[config.mk]
export PLATFORM = sky130hd
export DESIGN_NAME = burst_merge_flat
export DESIGN_NICKNAME = d
export VERILOG_FILES = /design/src/bmem_pkg.sv /design/src/burst_if.sv /design/src/burst_merge.sv /design/src/flat_wrapper.sv
export VERILOG_INCLUDE_DIRS = /design/src
export SDC_FILE = /design/constraint.sdc
export NUM_CORES = 1
export LEC_CHECK = 0
export ABC_AREA = 1
export ABC_CLOCK_PERIOD_IN_PS = 1420
export BUFFER_PORTS_ARGS = -buffer_cell sky130_fd_sc_hd__buf_2
export CORE_AREA = 2 2 90 92
export CTS_CLUSTER_SIZE = 8
export DETAILED_ROUTE_END_ITERATION = 8
export DIE_AREA = 0 0 92 94
export GPL_TIMING_DRIVEN = 1
export REMOVE_ABC_BUFFERS = 1
export SLEW_MARGIN = 20
export SYNTH_ARGS = -nofsm -noshare
export SYNTH_HDL_FRONTEND = slang
export SYNTH_SLANG_ARGS = --single-unit
[constraint.sdc]
create_clock -name clk -period 1.42 [get_ports clk]
set_input_delay 0.142 -clock clk [delete_from_list [all_inputs] [get_ports clk]]
set_output_delay 0.142 -clock clk [all_outputs]
set_load 0.03 [all_outputs]
[src/bmem_consts.svh]
`ifndef BMEM_CONSTS_SVH
`define BMEM_CONSTS_SVH

// Word address width.
`define BMEM_ADDR_W 8

// Data path width, a whole number of bytes.
`define BMEM_DATA_W 32

// Burst length field. A burst carries len + 1 beats.
`define BMEM_LEN_W 4

// Clients sharing the memory.
`define BMEM_N_CLIENTS 2

// Memory words, one per address.
`define BMEM_DEPTH 256

`endif

[src/bmem_pkg.sv]
`default_nettype none

`include "bmem_consts.svh"

package bmem_pkg;

  // Word address into the shared memory.
  typedef logic [`BMEM_ADDR_W-1:0] addr_t;

  // One data beat.
  typedef logic [`BMEM_DATA_W-1:0] word_t;

  // Byte enables. All zero marks a read burst.
  typedef logic [`BMEM_DATA_W/8-1:0] strb_t;

  // Beats minus one.
  typedef logic [`BMEM_LEN_W-1:0] len_t;

  // Client index.
  typedef logic [$clog2(`BMEM_N_CLIENTS)-1:0] client_t;

endpackage

`default_nettype wire

[src/burst_if.sv]
`default_nettype none

interface burst_if;
  import bmem_pkg::*;

  logic  wvalid;
  logic  wready;
  addr_t waddr;  // Burst base.
  word_t wdata;
  strb_t wstrb;
  len_t  wlen;
  logic  wlast;

  logic  rvalid;
  logic  rready;
  addr_t raddr;  // Burst base.
  len_t  rlen;
  logic  rlast;
  word_t rdata;

  modport merge (
    output wvalid, waddr, wdata, wstrb, wlen,
    input  wready, wlast,
    output rvalid, raddr, rlen,
    input  rready, rlast, rdata
  );

  modport mem (
    input  wvalid, waddr, wdata, wstrb, wlen,
    output wready, wlast,
    input  rvalid, raddr, rlen,
    output rready, rlast, rdata
  );

endinterface

`default_nettype wire

[src/burst_merge.sv]
`default_nettype none

`include "bmem_consts.svh"

module burst_merge #(
  parameter int N_CLIENTS = `BMEM_N_CLIENTS
) (
  input  wire                                   clk,
  input  wire                                   rst,
  input  wire  [N_CLIENTS-1:0]                  c_valid,
  output logic [N_CLIENTS-1:0]                  c_ready,
  output logic [N_CLIENTS-1:0]                  c_last,
  input  wire  bmem_pkg::addr_t [N_CLIENTS-1:0] c_addr,
  input  wire  bmem_pkg::word_t [N_CLIENTS-1:0] c_wdata,
  input  wire  bmem_pkg::strb_t [N_CLIENTS-1:0] c_wstrb,
  input  wire  bmem_pkg::len_t  [N_CLIENTS-1:0] c_len,
  output bmem_pkg::word_t                       c_rdata,
  burst_if.merge                                bus
);
  import bmem_pkg::*;

  logic    w_running;  // Write channel owned.
  client_t w_client;
  logic    r_running;  // Read channel owned.
  client_t r_client;

  logic    w_req_any;
  client_t w_req;
  logic    r_req_any;
  client_t r_req;

  logic    w_xfer;
  logic    r_xfer;

  // Sort requesters by strobes; the last hit in the loop is the highest index.
  always_comb begin
    w_req_any = 1'b0;
    w_req     = '0;
    r_req_any = 1'b0;
    r_req     = '0;
    for (int i = 0; i < N_CLIENTS; i++) begin
      if (c_valid[i]) begin
        if (|c_wstrb[i]) begin
          w_req_any = 1'b1;
          w_req     = client_t'(i);
        end else begin
          r_req_any = 1'b1;
          r_req     = client_t'(i);
        end
      end
    end
  end

  assign w_xfer = bus.wvalid && bus.wready;
  assign r_xfer = bus.rvalid && bus.rready;

  // Write channel grant.
  always_ff @(posedge clk or posedge rst) begin
    if (rst) begin
      w_running <= 1'b0;
      w_client  <= '0;
    end else begin
      if (!w_running && w_req_any) begin
        w_running <= 1'b1;
        w_client  <= w_req;
      end
      if (w_running && w_xfer && bus.wlast)
        w_running <= 1'b0;  // Free on the last beat.
    end
  end

  // Read channel grant.
  always_ff @(posedge clk or posedge rst) begin
    if (rst) begin
      r_running <= 1'b0;
      r_client  <= '0;
    end else begin
      if (!r_running && r_req_any) begin
        r_running <= 1'b1;
        r_client  <= r_req;
      end
      if (r_running && r_xfer && bus.rlast)
        r_running <= 1'b0;
    end
  end

  // Granted writer onto the write channel.
  always_comb begin
    bus.wvalid = 1'b0;
    bus.waddr  = '0;
    bus.wdata  = '0;
    bus.wstrb  = '0;
    bus.wlen   = '0;
    if (w_running) begin
      bus.wvalid = c_valid[w_client];
      bus.waddr  = c_addr[w_client];
      bus.wdata  = c_wdata[w_client];
      bus.wstrb  = c_wstrb[w_client];
      bus.wlen   = c_len[w_client];
    end
  end

  // Granted reader onto the read channel.
  always_comb begin
    bus.rvalid = 1'b0;
    bus.raddr  = '0;
    bus.rlen   = '0;
    if (r_running) begin
      bus.rvalid = c_valid[r_client];
      bus.raddr  = c_addr[r_client];
      bus.rlen   = c_len[r_client];
    end
  end

  // Handshake goes back to the owner of each channel only.
  always_comb begin
    c_ready = '0;
    c_last  = '0;
    if (w_running) begin
      c_ready[w_client] = bus.wready;
      c_last[w_client]  = bus.wlast;
    end
    if (r_running) begin
      c_ready[r_client] = c_ready[r_client] | bus.rready;
      c_last[r_client]  = c_last[r_client] | bus.rlast;
    end
  end

  assign c_rdata = bus.rdata;  // Shared by all clients.

endmodule

`default_nettype wire

[src/flat_wrapper.sv]
// flat-port wrapper written by rule: the top's interface ports become plain ports
module burst_merge_flat import bmem_pkg::*;
#(
  parameter int N_CLIENTS = `BMEM_N_CLIENTS
)
  (clk, rst, c_valid, c_ready, c_last, c_addr, c_wdata, c_wstrb, c_len, c_rdata, bus_wvalid, bus_waddr, bus_wdata, bus_wstrb, bus_wlen, bus_wready, bus_wlast, bus_rvalid, bus_raddr, bus_rlen, bus_rready, bus_rlast, bus_rdata);
  burst_if bus_i ();
  input  wire clk;
  input  wire rst;
  input  wire  [N_CLIENTS-1:0] c_valid;
  output logic [N_CLIENTS-1:0] c_ready;
  output logic [N_CLIENTS-1:0] c_last;
  input  wire  bmem_pkg::addr_t [N_CLIENTS-1:0] c_addr;
  input  wire  bmem_pkg::word_t [N_CLIENTS-1:0] c_wdata;
  input  wire  bmem_pkg::strb_t [N_CLIENTS-1:0] c_wstrb;
  input  wire  bmem_pkg::len_t  [N_CLIENTS-1:0] c_len;
  output bmem_pkg::word_t c_rdata;
  output wire logic [$bits(bus_i.wvalid)-1:0] bus_wvalid;
  output wire logic [$bits(bus_i.waddr)-1:0] bus_waddr;
  output wire logic [$bits(bus_i.wdata)-1:0] bus_wdata;
  output wire logic [$bits(bus_i.wstrb)-1:0] bus_wstrb;
  output wire logic [$bits(bus_i.wlen)-1:0] bus_wlen;
  input wire logic [$bits(bus_i.wready)-1:0] bus_wready;
  input wire logic [$bits(bus_i.wlast)-1:0] bus_wlast;
  output wire logic [$bits(bus_i.rvalid)-1:0] bus_rvalid;
  output wire logic [$bits(bus_i.raddr)-1:0] bus_raddr;
  output wire logic [$bits(bus_i.rlen)-1:0] bus_rlen;
  input wire logic [$bits(bus_i.rready)-1:0] bus_rready;
  input wire logic [$bits(bus_i.rlast)-1:0] bus_rlast;
  input wire logic [$bits(bus_i.rdata)-1:0] bus_rdata;
  assign bus_wvalid = bus_i.wvalid;
  assign bus_waddr = bus_i.waddr;
  assign bus_wdata = bus_i.wdata;
  assign bus_wstrb = bus_i.wstrb;
  assign bus_wlen = bus_i.wlen;
  assign bus_i.wready = bus_wready;
  assign bus_i.wlast = bus_wlast;
  assign bus_rvalid = bus_i.rvalid;
  assign bus_raddr = bus_i.raddr;
  assign bus_rlen = bus_i.rlen;
  assign bus_i.rready = bus_rready;
  assign bus_i.rlast = bus_rlast;
  assign bus_i.rdata = bus_rdata;
  burst_merge #(.N_CLIENTS(N_CLIENTS)) u_core (.clk(clk), .rst(rst), .c_valid(c_valid), .c_ready(c_ready), .c_last(c_last), .c_addr(c_addr), .c_wdata(c_wdata), .c_wstrb(c_wstrb), .c_len(c_len), .c_rdata(c_rdata), .bus(bus_i));
endmodule
==> run metrics <==
EDFF count, synth 0; Seq/Total Area, Yosys 8.264%; CP Max Fanout 9; Comb power frac 93.1%; total CTS buffers 3; crit-path max cell delay 0.40 ns; switching share of power 54.21%; ANT nets after route 0; fin. max-slew vios 0; top cell type's share of synthesized area 26.03%; num ports 234; TritonCTS clock tree yes; vias in the first global route 1883; DR iter-0 viols 49; layout cell share with drive strength beyond 1 62.92%; clock share of power 3.7%; Die Width 92 um; initial core utilization 15.92%; Final nets 467; Total Wirelength 8193 um; arrival time at the worst endpoint 1.37 ns; dominant synthesized flop cell dfrtp_1; Lkg Pwr 1.452 nW; Synth Cell Area 1211 um^2; total power 6.289 mW; Max VDD drop 0.0008281 V; Netlist cell types 14; worst reg2reg endpoint u_core.w_running; Int Power 2.879 mW; Worst Reg2Reg Path Length in Cells 9; Core Rows 32; first-pass GRT wire length 10950 um; GP Congestion 0.7501; CP Launch Point u_core.w_running; number of port buffers 169; Layout Skew 0.00003517 ns; largest net degree at the start of global routing 19; CP Launch Type flip-flop; Sink Count 4; Area Overhead vs Synth 111.4%; unrepaired setup endpoints after global routing yes; Async SR Flop Fraction 100.0%; flops & latches, synth 4; die area 8648 um^2; Die H 94 um; cell taking the most area after synthesis a22o_1; Skew-Pair Late Insertion Delay 0.21 ns; Core ar. 7607 um^2; vias 1929; CTS root buffer clkbuf_8; GRT Total Usage 17.05%; Slowest-stage cell, CP dfrtp_1; fmax 0.6632 GHz; Tcrit/Tclk final 106.2%; maximum clock insertion buffer count 2; wire per inst 18.97 um; hpwl dp 6471 um; final hold violations 0; pwr/cell area 2457 nW/um^2; Reg power frac 3.1%; status finished with violations; Vias/cell 4.465; Clock H-tree levels 1; critical path type flip-flop to primary output; Ys Warns 0; HP Class input port to flip-flop; top post-synthesis cells by area a22o_1 (26%), buf_4 (20%), o22ai_1 (12%), inv_1 (11%), dfrtp_1 (8.3%); CP Capture Type primary output; DP Area 1937 um^2; synthesized area per cell 6.408 um^2; most frequent cell after synthesis a22o_1; Required @ worst endpoint 1.28 ns; r2r setup slk 0.21 ns; Commonest cells post-synth a22o_1 (36), inv_1 (34), buf_4 (32); Clock Pin Slew Worst Setup and Hold Paths 0.03 ns; DR pass1 iterations 4; failing checks negative setup slack; final setup vio count 40; Design Area, Final 2560 um^2; sw power 3.409 mW; min Tclk post-route 1.508 ns; Rel. slew slack 85.97%; Final Worst Setup Slack -0.08791 ns; crit path to bus_wdata[15]; final core occ 33.65%; worst-margin pin slew 0.2105 ns; global route overflow 0; maximum capacitance violations 0; critical path cell sequence nand2_2 > clkinv_4 > clkbuf_16 > a22o_1 > buf_6; antenna violations before repair 4; Residual DRC 0; post-synthesis cell count 189; r2r startpoint u_core.w_client
[worst max-delay path, delay by kind of cell, from the launching register on]
family,cells,cell delay [ns]
compound gates,1,0.20
buf+inv,3,0.43
flops,1,0.40
simple gates,1,0.12
[cell usage in the layout, fill, tap and decap left out, types with 2 or more instances in the layout]
cell type	instances
o22ai_2	13
clkbuf_8	3
o21ai_0	3
buf_12	3
inv_2	2
o22ai_1	10
nand2_1	23
buf_2	104
o21ai_1	3
buf_6	49
dfrtp_1	4
inv_1	32
nand2_2	4
nand3_1	5
nor2_1	5
a22o_1	36
buf_16	2
buf_4	21
[cells by family after synthesis]
kind of cell,count (synthesis),share of synthesized area (%)
buffers and inverters,81,38.12
AOI/OAI and AO/OA,66,40.91
and+or+nand+nor,38,12.71
DFF,4,8.265
[metrics by stage]
| stage | setup WS, ns | TNS [ns] | cells | hold slack [ns] |
|---|---|---|---|---|
| after floorplan | -0.1335 | -1.283 | 145 | -0.09192 |
| after global placement | 0.06969 | 0 | 421 | 0.03001 |
| after detailed placement | 0.02368 | 0 | 421 | 0.03839 |
| after CTS | -0.08531 | -1.699 | 431 | 0.2338 |
| after global routing | -0.1413 | -5.322 | 431 | 0.2508 |
| final | -0.08791 | -2.404 | 432 | 0.2360 |
[timing repair]
item                                   CTS  global route
endpoints found under the hold margin    4             0
resized for setup                      132            16
hold buffers                             1             0
gates cloned                             2             1
setup endpoints to repair               49            66
pin swaps                                1             2
setup buffers                            4             0
[cell type report]
class                      instances  area (um^2)
timing repair buffer             181         1380
multi-input combinational        104        757.0
fill                             810         5047
clock buffer                       3        41.29
sequential                         4        100.1
antenna                            1        2.502
tap                              102        127.6
inverter                          37        151.4
[flip-flops by register name, indices dropped and copies added, names as in the netlist]
name and cells:
u_core.r_client 1, u_core.r_running 1, u_core.w_client 1, u_core.w_running 1
[routing by layer]
metal	part of all wire, %	up-vias	GRT usage [%]
met4	0.54	8	1.244
met2	43	133	25.00
met1	39	872	20.11
li1	-	904	-
met5	1.1	-	5.128
met3	17	12	13.24
[worst min path at each step]
stage	from	endpoint	slack [ns]	depth (start not counted)
floorplan	rst	u_core.r_client	-0.09	1
global placement	rst	u_core.w_running	0.03	2
detailed placement	rst	u_core.w_running	0.04	2
CTS	c_valid[1]	u_core.w_client	0.23	3
global route	c_valid[1]	u_core.w_client	0.25	3
finish	c_valid[1]	u_core.w_client	0.24	3
[power by group through the flow]
stage	logic (mW)	registers [mW]	clock network [mW]
final	5.86	0.198	0.234
after global routing	6.14	0.204	0.255
after CTS	5.74	0.190	0.239
after detailed placement	4.28	0.192	0
after global placement	4.24	0.187	0
after floorplan	2.79	0.184	0
Note: power is estimated with default switching activity, not from simulation.
